$ cat src/common/axi_pkg.sv
package axi_pkg;

	parameter int ID_W   = 4;
	parameter int ADDR_W = 32;
	parameter int DATA_W = 64;
	parameter int LEN_W  = 8; // Beats minus one
	parameter int STRB_W = DATA_W / 8;

	typedef enum logic [1:0] {
		SIZE_B = 2'b00,
		SIZE_H = 2'b01,
		SIZE_W = 2'b10,
		SIZE_D = 2'b11
	} size_e;

	typedef enum logic [1:0] {
		RESP_OKAY   = 2'b00,
		RESP_SLVERR = 2'b10
	} resp_e;

	typedef enum logic [1:0] {
		BURST_FIXED = 2'b00,
		BURST_INCR  = 2'b01,
		BURST_WRAP  = 2'b10
	} burst_e;

	typedef enum logic [1:0] {WR_IDLE, WR_ADDR, WR_DATA, WR_RESP} wr_state_e;
	typedef enum logic [1:0] {RD_IDLE, RD_ADDR, RD_DATA} rd_state_e;
	typedef enum logic [1:0] {M_IDLE, M_WRITE, M_WRESP, M_READ} mem_state_e;

	// Address step of one beat
	function automatic logic [3:0] size_bytes(input size_e s);
		return 4'd1 << s;
	endfunction

endpackage

$ cat src/common/axi_if.sv
`timescale 1ns/10ps
interface axi_if #(
	parameter int ID_WIDTH   = axi_pkg::ID_W,
	parameter int ADDR_WIDTH = axi_pkg::ADDR_W
);
	import axi_pkg::*;

	logic awvalid;
	logic awready;
	logic [ID_WIDTH-1:0] awid;
	logic [ADDR_WIDTH-1:0] awaddr;
	logic [LEN_W-1:0] awlen;
	logic [2:0] awsize;
	burst_e awburst;

	logic wvalid;
	logic wready;
	logic [DATA_W-1:0] wdata;
	logic [STRB_W-1:0] wstrb;
	logic wlast;

	logic bvalid;
	logic bready;
	logic [ID_WIDTH-1:0] bid;
	resp_e bresp;

	logic arvalid;
	logic arready;
	logic [ID_WIDTH-1:0] arid;
	logic [ADDR_WIDTH-1:0] araddr;
	logic [LEN_W-1:0] arlen;
	logic [2:0] arsize;
	burst_e arburst;

	logic rvalid;
	logic rready;
	logic [ID_WIDTH-1:0] rid;
	logic [DATA_W-1:0] rdata;
	resp_e rresp;
	logic rlast;

	modport wr_mst (
		output awvalid, awid, awaddr, awlen, awsize, awburst,
		output wvalid, wdata, wstrb, wlast, bready,
		input awready, wready, bvalid, bid, bresp
	);

	modport rd_mst (
		output arvalid, arid, araddr, arlen, arsize, arburst, rready,
		input arready, rvalid, rid, rdata, rresp, rlast
	);

	modport slv (
		input awvalid, awid, awaddr, awlen, awsize, awburst,
		input wvalid, wdata, wstrb, wlast, bready,
		input arvalid, arid, araddr, arlen, arsize, arburst, rready,
		output awready, wready, bvalid, bid, bresp,
		output arready, rvalid, rid, rdata, rresp, rlast
	);

endinterface

$ cat src/axi_bridge/axi_write_master.sv
`timescale 1ns/10ps
module axi_write_master #(
	parameter int ID_WIDTH   = axi_pkg::ID_W,
	parameter int ADDR_WIDTH = axi_pkg::ADDR_W
) (
	input  logic                       clk,
	input  logic                       reset_n,
	input  logic                       cpu_aw_valid_i,
	input  logic [ID_WIDTH-1:0]        cpu_w_id_i,
	input  logic [ADDR_WIDTH-1:0]      cpu_w_addr_i,
	input  logic [axi_pkg::LEN_W-1:0]  cpu_w_len_i,
	input  axi_pkg::size_e             cpu_w_size_i,
	input  logic [axi_pkg::DATA_W-1:0] cpu_w_data_i,
	output logic                       cpu_aw_ready_o,
	output logic                       cpu_w_next_o,
	output logic                       cpu_w_done_o,
	output axi_pkg::resp_e             cpu_w_resp_o,
	axi_if.wr_mst                      axi
);
	import axi_pkg::*;

	wr_state_e state;
	wr_state_e state_nxt;
	logic [ID_WIDTH-1:0] id_q;
	logic [ADDR_WIDTH-1:0] addr_q; // AW address, then beat address
	logic [LEN_W-1:0] len_q;
	logic [LEN_W-1:0] beat_cnt;
	size_e size_q;
	logic [STRB_W-1:0] size_mask;
	logic req_hs;
	logic aw_hs;
	logic w_hs;
	logic b_hs;

	assign req_hs = cpu_aw_valid_i && cpu_aw_ready_o;
	assign aw_hs  = axi.awvalid && axi.awready;
	assign w_hs   = axi.wvalid && axi.wready;
	assign b_hs   = axi.bvalid && axi.bready;

	assign cpu_aw_ready_o = state == WR_IDLE;
	assign cpu_w_next_o   = w_hs; // CPU moves to the next beat's data

	assign axi.awvalid = state == WR_ADDR;
	assign axi.awid    = id_q;
	assign axi.awaddr  = addr_q;
	assign axi.awlen   = len_q;
	assign axi.awsize  = {1'b0, size_q};
	assign axi.awburst = BURST_INCR;

	always_comb begin
		case (size_q)
			SIZE_B:  size_mask = 8'h01;
			SIZE_H:  size_mask = 8'h03;
			SIZE_W:  size_mask = 8'h0f;
			default: size_mask = 8'hff;
		endcase
	end

	assign axi.wvalid = state == WR_DATA;
	assign axi.wdata  = cpu_w_data_i;
	assign axi.wstrb  = size_mask << addr_q[2:0];
	assign axi.wlast  = beat_cnt == len_q;
	assign axi.bready = state == WR_RESP;

	always_comb begin
		state_nxt = state;
		case (state)
			WR_IDLE: if (cpu_aw_valid_i) state_nxt = WR_ADDR;
			WR_ADDR: if (aw_hs) state_nxt = WR_DATA;
			WR_DATA: if (w_hs && axi.wlast) state_nxt = WR_RESP;
			WR_RESP: if (b_hs) state_nxt = WR_IDLE;
			default: state_nxt = WR_IDLE;
		endcase
	end

	always_ff @(posedge clk) begin
		if (!reset_n) begin
			state <= WR_IDLE;
			beat_cnt <= '0;
			cpu_w_done_o <= 1'b0;
			cpu_w_resp_o <= RESP_OKAY;
		end else begin
			state <= state_nxt;
			cpu_w_done_o <= b_hs;
			if (req_hs)
				beat_cnt <= '0;
			else if (w_hs)
				beat_cnt <= beat_cnt + 1'b1;
			if (b_hs)
				cpu_w_resp_o <= axi.bresp;
		end
	end

	always_ff @(posedge clk) begin
		if (req_hs) begin
			id_q <= cpu_w_id_i;
			addr_q <= cpu_w_addr_i;
			len_q <= cpu_w_len_i;
			size_q <= cpu_w_size_i;
		end else if (w_hs) begin
			addr_q <= addr_q + ADDR_WIDTH'(size_bytes(size_q));
		end
	end

	a_aw_stable: assert property (@(posedge clk) disable iff (!reset_n)
		axi.awvalid && !axi.awready |=> axi.awvalid && $stable(axi.awaddr));

	// Beat count never runs past the burst length
	a_wlast_beat: assert property (@(posedge clk) disable iff (!reset_n)
		w_hs |-> beat_cnt <= len_q);

	// No W beat follows the last one
	a_w_after_last: assert property (@(posedge clk) disable iff (!reset_n)
		w_hs && axi.wlast |=> !axi.wvalid);

	a_bid_echo: assert property (@(posedge clk) disable iff (!reset_n)
		b_hs |-> axi.bid == id_q);

endmodule

$ cat src/flat_wrapper.sv
// flat-port wrapper written by rule: the top's interface ports become plain ports
module axi_write_master_flat import axi_pkg::*;
#(
	parameter int ID_WIDTH   = axi_pkg::ID_W,
	parameter int ADDR_WIDTH = axi_pkg::ADDR_W
)
  (clk, reset_n, cpu_aw_valid_i, cpu_w_id_i, cpu_w_addr_i, cpu_w_len_i, cpu_w_size_i, cpu_w_data_i, cpu_aw_ready_o, cpu_w_next_o, cpu_w_done_o, cpu_w_resp_o, axi_awvalid, axi_awid, axi_awaddr, axi_awlen, axi_awsize, axi_awburst, axi_wvalid, axi_wdata, axi_wstrb, axi_wlast, axi_bready, axi_awready, axi_wready, axi_bvalid, axi_bid, axi_bresp);
  axi_if #(.ID_WIDTH(ID_WIDTH), .ADDR_WIDTH(ADDR_WIDTH)) axi_i ();
  input  logic clk;
  input  logic reset_n;
  input  logic cpu_aw_valid_i;
  input  logic [ID_WIDTH-1:0] cpu_w_id_i;
  input  logic [ADDR_WIDTH-1:0] cpu_w_addr_i;
  input  logic [axi_pkg::LEN_W-1:0] cpu_w_len_i;
  input  axi_pkg::size_e cpu_w_size_i;
  input  logic [axi_pkg::DATA_W-1:0] cpu_w_data_i;
  output logic cpu_aw_ready_o;
  output logic cpu_w_next_o;
  output logic cpu_w_done_o;
  output axi_pkg::resp_e cpu_w_resp_o;
  output wire logic [$bits(axi_i.awvalid)-1:0] axi_awvalid;
  output wire logic [$bits(axi_i.awid)-1:0] axi_awid;
  output wire logic [$bits(axi_i.awaddr)-1:0] axi_awaddr;
  output wire logic [$bits(axi_i.awlen)-1:0] axi_awlen;
  output wire logic [$bits(axi_i.awsize)-1:0] axi_awsize;
  output wire logic [$bits(axi_i.awburst)-1:0] axi_awburst;
  output wire logic [$bits(axi_i.wvalid)-1:0] axi_wvalid;
  output wire logic [$bits(axi_i.wdata)-1:0] axi_wdata;
  output wire logic [$bits(axi_i.wstrb)-1:0] axi_wstrb;
  output wire logic [$bits(axi_i.wlast)-1:0] axi_wlast;
  output wire logic [$bits(axi_i.bready)-1:0] axi_bready;
  input wire logic [$bits(axi_i.awready)-1:0] axi_awready;
  input wire logic [$bits(axi_i.wready)-1:0] axi_wready;
  input wire logic [$bits(axi_i.bvalid)-1:0] axi_bvalid;
  input wire logic [$bits(axi_i.bid)-1:0] axi_bid;
  input wire logic [$bits(axi_i.bresp)-1:0] axi_bresp;
  assign axi_awvalid = axi_i.awvalid;
  assign axi_awid = axi_i.awid;
  assign axi_awaddr = axi_i.awaddr;
  assign axi_awlen = axi_i.awlen;
  assign axi_awsize = axi_i.awsize;
  assign axi_awburst = axi_i.awburst;
  assign axi_wvalid = axi_i.wvalid;
  assign axi_wdata = axi_i.wdata;
  assign axi_wstrb = axi_i.wstrb;
  assign axi_wlast = axi_i.wlast;
  assign axi_bready = axi_i.bready;
  assign axi_i.awready = axi_awready;
  assign axi_i.wready = axi_wready;
  assign axi_i.bvalid = axi_bvalid;
  assign axi_i.bid = axi_bid;
  assign axi_i.bresp = axi_bresp;
  axi_write_master #(.ID_WIDTH(ID_WIDTH), .ADDR_WIDTH(ADDR_WIDTH)) u_core (.clk(clk), .reset_n(reset_n), .cpu_aw_valid_i(cpu_aw_valid_i), .cpu_w_id_i(cpu_w_id_i), .cpu_w_addr_i(cpu_w_addr_i), .cpu_w_len_i(cpu_w_len_i), .cpu_w_size_i(cpu_w_size_i), .cpu_w_data_i(cpu_w_data_i), .cpu_aw_ready_o(cpu_aw_ready_o), .cpu_w_next_o(cpu_w_next_o), .cpu_w_done_o(cpu_w_done_o), .cpu_w_resp_o(cpu_w_resp_o), .axi(axi_i));
endmodule
$ cat config.mk
export PLATFORM = sky130hd
export DESIGN_NAME = axi_write_master_flat
export DESIGN_NICKNAME = d
export VERILOG_FILES = /design/src/common/axi_pkg.sv /design/src/common/axi_if.sv /design/src/axi_bridge/axi_write_master.sv /design/src/flat_wrapper.sv
export SDC_FILE = /design/constraint.sdc
export NUM_CORES = 1
export LEC_CHECK = 0
export BUFFER_PORTS_ARGS = -buffer_cell sky130_fd_sc_hd__buf_2
export CORE_ASPECT_RATIO = 0.5
export CORE_MARGIN = 5
export CORE_UTILIZATION = 43
export CTS_BUF_LIST = sky130_fd_sc_hd__clkbuf_4 sky130_fd_sc_hd__clkbuf_8 sky130_fd_sc_hd__clkbuf_16
export DETAILED_ROUTE_END_ITERATION = 10
export PLACE_DENSITY_LB_ADDON = 0.2
export SYNTH_ARGS = -nofsm -noshare
export SYNTH_HDL_FRONTEND = slang
export SYNTH_SLANG_ARGS = --single-unit
$ cat constraint.sdc
create_clock -name clk -period 3.3 [get_ports clk]
set_clock_uncertainty 0.05 [all_clocks]
set_input_delay 0.33 -clock clk [delete_from_list [all_inputs] [get_ports clk]]
set_output_delay 0.33 -clock clk [all_outputs]
set_load 0.005 [all_outputs]
==> metrics.cfg, run 1 <==
[floorplanning]
pin_count=252
die_w_um=144
dieArea_um2=11000
rows=24
die_y_um=76.8
start_util=0.441
core-area_um2=8710

[global_routing]
grt_use_total=0.178
grt_start_max_net_pins=60
grt_pass1_wl_mm=15.5
grt_antenna_before_repair=0
gr-total-overflow=0
grt_pass1_vias=2849

[power]
p_per_area_nw_per_um2=905
power.leakage_nw=1.78
ir_drop_v=0.000389
design_power_total_mw=3.95

[critical_path]
startpoint=u_core.size_q[0]
crit_type=reg -> reg
reg2reg_from=u_core.size_q[0]
r2r_slack_ns=0.61
worst_ep_required_time_ns=3.42
end_kind=flip-flop
start_kind=flip-flop
r2r-end=u_core.axi.awaddr[29]
endpoint=u_core.axi.awaddr[29]
path_max_fanout=7
reg2reg_depth=7
arrival_ns=2.81

[clock_tree]
clock-sinks=59
holdBufCountCts=0
root_buffer=clkbuf_16
cts_buffers=9
clk_latency_ns=0.32
postCtsSetupBuffers=0
clk_pin_slew_ns=0.05
cts_max_path_buffers=2
cts_tree=built
cts.repair.resized=0
cts_max_level=3

[route]
drt-initial-drc-count=145
viasPerCell=5.03
ant_nets=0
wl_per_cell_um=16.8
drc=0
via_count=2960
drt_pass1_iterations=4
wl_mm=9.91

[final_layout]
area_growth_pct=13.5
drive_gt1_frac=0.306
antenna_cells=0
fin_util=0.501
finish.net_count=598
fin_cells=588

[synthesis]
synth_top_family_by_area=simple AND/OR/NAND/NOR gates
synthXorXnorAreaFrac=0.0867
yosys.area.top_type=edfxtp_1
yosys.cell_types.count=49
synth_edf_count=46
synth_area_per_cell_um2=9.32
synthFlopType=edfxtp_1
synthTopCellsByCount=buf_4, nand2_1, edfxtp_1, xnor2_1, o21ai_0
synth_area_leaders=edfxtp_1, buf_4, dfxtp_1
synth_compound_area_frac=0.104
synth_mux_area_frac=0.00554
post-synth-top-count-cell=buf_4
synthCells=412
synthSimpleGateAreaFrac=0.181
ys_seq_area_frac=0.428
async_flop_share=0
ys_ff_latch=59
synth_area_um2=3840
synth_top_cell_area_share=0.360
synth_warnings=0
synth_adder_area_share=0.0345

[run_status]
outcome=finished clean

[placed_design]
hpwl_mm=7.72
dp.cells=572
io_buffer_count=116
gp_congestion=0.808

[timing]
hold_ws_ns=0.132
slew-limit-headroom=0.364
period_share=0.815
finalCriticalPeriod_ns=2.69
rsz0062_at_grt=no
timing.fmax_ghz=0.372
setup_viol=0
worst_slew_pin_slew_ns=0.953
setup_tns_ns=0
finalHoldViolCount=0
finalMaxSlewViolations=0

[worst_hold_path]
worst_hold_path_type=in -> reg
min_from=cpu_w_id_i[3]

[run]
maxCapViolations=0

critical path: stages (launching register included):
cell      delay (ns)
edfxtp_1        0.44
and2_1          0.22
ha_1            0.40
nand3_1         0.14
o22a_1          0.28
or4_4           0.44
or4_1           0.40
a31oi_1         0.16
cell type report:
cell class | instances | area, um^2
multi-input cells | 261 | 1590
inverters | 11 | 41.3
clock inverters | 5 | 51.3
repair buffers | 124 | 641
flip-flops and latches | 59 | 1640
clock buffers | 11 | 246
fillers | 866 | 4350
well taps | 117 | 146
state kept, by name, indices dropped and copies added (netlist names):
register             count
u_core.axi.awaddr       32
u_core.axi.awid          4
u_core.axi.awlen         8
u_core.beat_cnt          8
u_core.cpu_w_done_o      1
u_core.cpu_w_resp_o      2
u_core.size_q            2
u_core.state             2
metal layers:
layer  routed length [um]  vias up  GRT usage  share of wire
met1                 3830     1335      0.201           0.39
met5                    0        -          0              0
met2                 4880      113      0.304           0.49
met4                  185        0     0.0602          0.019
li1                     -     1484          -              -
met3                 1010       28     0.0746           0.10
cell families after synthesis:
logic type                 count (synthesis)
muxes                                      2
buffers and inverters                     93
other                                      2
adders and majority gates                 10
AOI/OAI and AO/OA                         64
DFF                                       59
and+or+nand+nor                          144
xor gates and xnor gates                  38
worst min-delay path by stage:
stage,slack (ns),end,cells after the start
detailed placement,0.41,u_core.cpu_w_resp_o[1],2
global route,0.12,u_core.axi.awid[0],1
finish,0.13,u_core.axi.awid[3],1
global placement,0.40,u_core.cpu_w_resp_o[0],2
floorplan,0.38,u_core.axi.awid[0],0
CTS,0.12,u_core.axi.awlen[0],1
placed cells by master (no fill, tap or decap), types with 6 or more instances in the layout:
cell,netlist,layout
buf_2,2,116
nand2_1,53,53
edfxtp_1,46,46
xnor2_1,27,27
o21ai_0,26,26
nor2_1,25,25
nand3_1,13,13
dfxtp_1,13,13
and3_1,11,11
xor2_1,11,11
nand4_1,10,10
inv_1,10,9
ha_1,9,9
clkbuf_16,0,9
a21oi_1,8,8
nor4_1,8,8
buf_4,67,8
nor3_1,6,6
or3_1,6,6
a31oi_1,6,6
through the flow:
step	setup WS (ns)	instance area (um^2)
after floorplan	0.619	3840
after global placement	0.643	4060
after detailed placement	0.616	4060
after CTS	0.612	4360
after global routing	0.424	4360
final	0.609	4360
where the power goes:
part / internal, mW / switching (mW)
combinational: 0.671 / 0.834
sequential: 1.22 / 0.301
clock: 0.609 / 0.316
total: 2.49 / 1.45
(Power assumes the default switching activity.)
==> run 2, diff against run 1 <==
--- a/config.mk
+++ b/config.mk
@@ -8,7 +8,7 @@
 export BUFFER_PORTS_ARGS = -buffer_cell sky130_fd_sc_hd__buf_2
 export CORE_ASPECT_RATIO = 0.5
 export CORE_MARGIN = 5
-export CORE_UTILIZATION = 43
+export CORE_UTILIZATION = 39
 export CTS_BUF_LIST = sky130_fd_sc_hd__clkbuf_4 sky130_fd_sc_hd__clkbuf_8 sky130_fd_sc_hd__clkbuf_16
 export DETAILED_ROUTE_END_ITERATION = 10
 export PLACE_DENSITY_LB_ADDON = 0.2
==> constraint.sdc (replaced) <==
create_clock -name clk -period 2.4 [get_ports clk]
set_clock_uncertainty 0.05 [all_clocks]
set_input_delay 0.24 -clock clk [delete_from_list [all_inputs] [get_ports clk]]
set_output_delay 0.24 -clock clk [all_outputs]
set_load 0.005 [all_outputs]
==> run 2 against run 1 <==
Against the previous run:
- worst setup slack worse by 0.61 ns
- combinational power up 62%
- global-route usage down 0.30 points
- register-to-register slack worse by 0.61 ns
- highest routed layer unchanged
- the run now ends with negative setup slack left
- non-clock buffer count up 18
- cell area up 5.6%
==> metrics.cfg, run 2 (synthesis results as in run 1) <==
[clock_tree]
cts_max_level=3  ; unchanged
holdBufCountCts=0  ; unchanged
clk_latency_ns=0.33  ; was 0.32 ns
cts_max_path_buffers=2  ; unchanged
clock-sinks=59  ; unchanged
cts_buffers=9  ; unchanged
clk_pin_slew_ns=0.05  ; about the same
root_buffer=clkbuf_16  ; unchanged
cts_tree=built  ; unchanged

[final_layout]
regArea_um2=1640  ; unchanged
drive_gt1_frac=0.354  ; was 0.306
finish.net_count=616  ; was 598
final_area_um2=4600  ; was 4360 um^2
antenna_cells=0  ; unchanged
final_cell_mix=buf_2, nand2_1, edfxtp_1  ; unchanged
area_growth_pct=19.9  ; was 13.5%
multi_input_comb_area_um2=1680  ; was 1590 um^2
largest_reg_flops=32  ; unchanged
fin_cells=624  ; was 588
layout_commonest_cell=buf_2  ; unchanged
nFillCells=970  ; was 866
fin_util=0.484  ; was 0.501

[route]
wl_per_cell_um=17.3  ; was 16.8 um
drt-initial-drc-count=192  ; was 145
viasPerCell=4.92  ; was 5.03
via_count=3073  ; was 2,960
wl_mm=10.8  ; was 9.91 mm
drc=0  ; unchanged
ant_nets=0  ; unchanged
drt_pass1_iterations=4  ; unchanged

[timing]
fin_ws_ns=-0.00527  ; was 0.609 ns
rsz0062_at_grt=yes  ; was no
hold_ws_ns=0.0306  ; was 0.132 ns
period_share=1.00  ; was 0.815
setup_viol=1  ; was 0
timing.fmax_ghz=0.416  ; was 0.372 GHz
finalHoldViolCount=0  ; unchanged
setup_tns_ns=-0.00527  ; was 0 ns
finalCriticalPeriod_ns=2.41  ; was 2.69 ns
finalMaxSlewViolations=0  ; unchanged

[floorplanning]
die_w_um=150  ; was 144 um
start_util=0.404  ; was 0.441
dieArea_um2=12100  ; was 11,000 um^2
die_y_um=80.2  ; was 76.8 um
pin_count=252  ; unchanged
core-area_um2=9510  ; was 8710 um^2
rows=25  ; was 24

[critical_path]
slowest_stage=edfxtp_1  ; unchanged
end_kind=flip-flop  ; unchanged
r2r_slack_ns=-0.005  ; was 0.61 ns
path_cells=nor2b_2 -> ha_1 -> a21oi_1 -> o22a_1 -> or4_4 -> or4_1 -> a31oi_1  ; was and2_1 -> ha_1 -> nand3_1 -> o22a_1 -> or4_4 -> or4_1 -> a31oi_1
crit_type=reg -> reg  ; unchanged
arrival_ns=2.53  ; was 2.81 ns
path_max_fanout=5  ; was 7
cpPeakStageDelay_ns=0.43  ; was 0.44 ns
worst_ep_required_time_ns=2.52  ; was 3.42 ns
start_kind=flip-flop  ; unchanged

[global_routing]
grt_use_total=0.175  ; was 0.178
grt_antenna_before_repair=0  ; unchanged
grt_start_max_net_pins=58  ; was 60
gr-total-overflow=0  ; unchanged
grt_pass1_wl_mm=16.2  ; was 15.5 mm
grt_pass1_vias=2978  ; was 2,849

[run]
maxCapViolations=0  ; unchanged

[placed_design]
hpwl_mm=8.46  ; was 7.72 mm
gp_congestion=0.792  ; was 0.808
io_buffer_count=116  ; unchanged
place_ws_ns=-0.106  ; was 0.616 ns
place_area_um2=4220  ; was 4060 um^2
dp.cells=606  ; was 572

[power]
power.leakage_nw=1.89  ; was 1.78 nW
design_power_total_mw=5.70  ; was 3.95 mW
p_per_area_nw_per_um2=1240  ; was 905 nW/um^2
ir_drop_v=0.000482  ; was 0.000389 V

[run_status]
outcome=complete, but fails checks  ; was finished clean
violations=negative setup slack

[worst_hold_path]
worst_hold_path_type=in -> reg  ; unchanged

## run 2: cell types whose count changed in the layout (fill, tap and decap cells not counted), sizes merged
cell / change
buf: +18
clkbuf: -1
clkinv: +1
clkinvlp: +1
inv: -1
## run 2: routing by layer
| layer | up-vias | share of wire | GRT usage | wire length [um] |
|---|---|---|---|---|
| li1 | 1527 | - | - | - |
| met1 | 1396 | 0.37 | 0.196 | 4000 |
| met2 | 126 | 0.50 | 0.293 | 5370 |
| met3 | 24 | 0.11 | 0.0733 | 1240 |
| met4 | 0 | 0.019 | 0.0794 | 207 |
| met5 | - | 0 | 0 | 0 |
## run 2: power breakdown
part | leakage (nW) | switching [mW] | internal (mW)
clock | 0.143 | 0.450 | 0.804
combinational | 1.20 | 1.31 | 1.12
sequential | 0.545 | 0.358 | 1.67
total | 1.89 | 2.11 | 3.59
## run 2: path summary, 6_finish.rpt
| kind | start | to | cells after the start |
|---|---|---|---|
| max reg2reg | u_core.size_q[0] | u_core.axi.awaddr[29] | 7 |
| max | u_core.size_q[0] | u_core.axi.awaddr[29] | 7 |
| min | cpu_w_len_i[1] | u_core.axi.awlen[1] | 1 |
| min reg2reg | u_core.cpu_w_resp_o[1] | u_core.cpu_w_resp_o[1] | 2 |
## run 2: final cells by class
type,count,area share
Clock buffer,10,0.0505
Clock inverter,6,0.0122
Inverter,11,0.00897
Multi-Input combinational cell,261,0.364
Sequential cell,59,0.357
Tap cell,135,0.0367
Timing Repair Buffer,142,0.171
## run 2: critical path: cells and delay by family (launching register included)
kind                     cells  cell delay, ns
AND/OR/NAND/NOR              3            1.03
adder cells (fa/ha/maj)      1            0.27
AO/OA/AOI/OAI                3            0.48
flip-flops                   1            0.43
## run 2: repair_timing
action / CTS / global route
pin swaps: 1 / 6
gates resized for setup: 4 / 13
endpoints found under the setup margin: 5 / 9
buffers inserted: 1 / 2
==> run 3, diff against run 2 <==
--- a/config.mk
+++ b/config.mk
@@ -8,7 +8,7 @@
 export BUFFER_PORTS_ARGS = -buffer_cell sky130_fd_sc_hd__buf_2
 export CORE_ASPECT_RATIO = 0.5
 export CORE_MARGIN = 5
-export CORE_UTILIZATION = 39
+export CORE_UTILIZATION = 46
 export CTS_BUF_LIST = sky130_fd_sc_hd__clkbuf_4 sky130_fd_sc_hd__clkbuf_8 sky130_fd_sc_hd__clkbuf_16
 export DETAILED_ROUTE_END_ITERATION = 10
 export PLACE_DENSITY_LB_ADDON = 0.2
==> constraint.sdc (replaced) <==
create_clock -name clk -period 3.08 [get_ports clk]
set_clock_uncertainty 0.05 [all_clocks]
set_input_delay 0.308 -clock clk [delete_from_list [all_inputs] [get_ports clk]]
set_output_delay 0.308 -clock clk [all_outputs]
set_load 0.01 [all_outputs]
==> run 3 against run 2 <==
Against the previous run:
- the run now ends clean
- register-to-register slack better by 0.41 ns
- fmax is 10% lower
- clock-buffer cell count is 1 lower
- sequential share of layout area is 1.8 points higher
- global-route usage is 1.3 points higher
- sequential power is 20% lower
- cell area is 4.7% lower
- core utilization is 6.0 points higher
- non-clock buffer count is 18 lower
- flip-flop and latch count stayed put
- via count is 1.8% lower
- combinational power is 28% lower
- critical endpoint unchanged
- highest routed layer unchanged
==> metrics.cfg, run 3 (synthesis results as in run 1) <==
[clock_tree]
cts_max_level=3  ; unchanged
cts_max_path_buffers=2  ; unchanged
clock-sinks=59  ; unchanged
clk_pin_slew_ns=0.05  ; about the same
postCtsSetupBuffers=0  ; was 1
cts_tree=built  ; unchanged
holdBufCountCts=0  ; unchanged
root_buffer=clkbuf_16  ; unchanged
cts.repair.resized=0  ; was 4
cts_buffers=9  ; unchanged
clk_latency_ns=0.33  ; about the same

[final_layout]
finish.net_count=598  ; was 616
antenna_cells=0  ; unchanged
layout_commonest_cell=buf_2  ; unchanged
largest_reg_flops=32  ; unchanged
drive_gt1_frac=0.299  ; was 0.354
nFillCells=768  ; was 970
multi_input_comb_area_um2=1590  ; was 1680 um^2
final_cell_mix=buf_2, nand2_1, edfxtp_1  ; unchanged
fin_cells=583  ; was 624
area_growth_pct=14.2  ; was 19.9%
regArea_um2=1640  ; unchanged

[critical_path]
reg2reg_from=u_core.size_q[0]  ; unchanged
r2r-end=u_core.axi.awaddr[29]  ; unchanged
r2r_slack_ns=0.41  ; was -0.005 ns
startpoint=u_core.size_q[0]  ; unchanged
arrival_ns=2.80  ; was 2.53 ns
start_kind=flip-flop  ; unchanged
reg2reg_depth=7  ; unchanged
path_max_fanout=7  ; was 5
worst_ep_required_time_ns=3.21  ; was 2.52 ns
endpoint=u_core.axi.awaddr[29]  ; unchanged
end_kind=flip-flop  ; unchanged
crit_type=reg -> reg  ; unchanged

[floorplanning]
dieArea_um2=10400  ; was 12,100 um^2
start_util=0.477  ; was 0.404
die_w_um=139  ; was 150 um
rows=23  ; was 25
pin_count=252  ; unchanged
core-area_um2=8060  ; was 9510 um^2
die_y_um=74.6  ; was 80.2 um

[timing]
setup_viol=0  ; was 1
slew-limit-headroom=0.574
setup_tns_ns=0  ; was -0.00527 ns
finalMaxSlewViolations=0  ; unchanged
finalCriticalPeriod_ns=2.67  ; was 2.41 ns
hold_ws_ns=0.100  ; was 0.0306 ns
period_share=0.868  ; was 1.00
rsz0062_at_grt=no  ; was yes
worst_slew_pin_slew_ns=0.636
timing.fmax_ghz=0.374  ; was 0.416 GHz
finalHoldViolCount=0  ; unchanged

[power]
ir_drop_v=0.000395  ; was 0.000482 V
p_per_area_nw_per_um2=1020  ; was 1240 nW/um^2
power.leakage_nw=1.79  ; was 1.89 nW

[run]
maxCapViolations=0  ; unchanged

[placed_design]
dp.cells=567  ; was 606
gp_congestion=0.771  ; was 0.792
io_buffer_count=116  ; unchanged
hpwl_mm=7.87  ; was 8.46 mm

[route]
wl_mm=10.1  ; was 10.8 mm
ant_nets=0  ; unchanged
wl_per_cell_um=17.4  ; was 17.3 um
viasPerCell=5.17  ; was 4.92
drc=0  ; unchanged
via_count=3017  ; was 3,073
drt-initial-drc-count=200  ; was 192
drt_pass1_iterations=4  ; unchanged

[global_routing]
grt_antenna_before_repair=0  ; unchanged
grt_pass1_wl_mm=15.3  ; was 16.2 mm
gr-total-overflow=0  ; unchanged
grt_start_max_net_pins=56  ; was 58
grt_pass1_vias=2927  ; was 2,978
grt_use_total=0.188  ; was 0.175

[worst_hold_path]
worst_hold_path_type=in -> reg  ; unchanged

[run_status]
outcome=finished clean  ; was complete, but fails checks

## run 3: routing by layer
metal  global-route usage  routed length [um]
met5               0.0132                   0
met4               0.0531                  67
met3               0.0938                1010
met2                0.330                5130
met1                0.208                3920
## run 3: area by class of cell
class / count / share of cell area
Clock buffer: 9 / 0.0513
Clock inverter: 7 / 0.0242
Inverter: 11 / 0.00941
Multi-Input combinational cell: 261 / 0.363
Tap cell: 112 / 0.0319
Timing Repair Buffer: 124 / 0.146
Sequential cell: 59 / 0.374
## run 3: power breakdown
part           internal [mW]  total (mW)  switching (mW)
Clock                  0.779        1.13           0.347
Combinational          0.718        1.74            1.02
Sequential              1.30        1.63           0.329
## run 3: worst min path at each step
stage	startpoint	endpoint	cells after the start
after floorplan	cpu_w_id_i[0]	u_core.axi.awid[0]	0
after global placement	u_core.cpu_w_resp_o[0]	u_core.cpu_w_resp_o[0]	2
after detailed placement	u_core.cpu_w_resp_o[0]	u_core.cpu_w_resp_o[0]	2
after CTS	cpu_w_len_i[7]	u_core.axi.awlen[7]	1
after global routing	cpu_w_len_i[7]	u_core.axi.awlen[7]	1
final	cpu_w_len_i[7]	u_core.axi.awlen[7]	1
## run 3: stage by stage
stage / instance area (um^2) / utilization / power, mW / setup WS [ns]
2_1_floorplan: 3840 / - / 2.80 / 0.362
3_3_place_gp: 4060 / 0.503 / 3.37 / 0.454
3_5_place_dp: 4060 / 0.503 / 3.40 / 0.407
4_1_cts: 4390 / 0.544 / 4.54 / 0.412
5_1_grt: 4390 / 0.544 / 4.82 / 0.239
6_report: 4390 / 0.544 / 4.49 / 0.406
## run 3: critical path, stage by stage (launching register included)
cell	delay (ns)
edfxtp_1	0.43
and2_1	0.21
ha_1	0.40
a21oi_1	0.12
o22a_1	0.30
or4_4	0.44
or4_1	0.40
a31oi_1	0.17
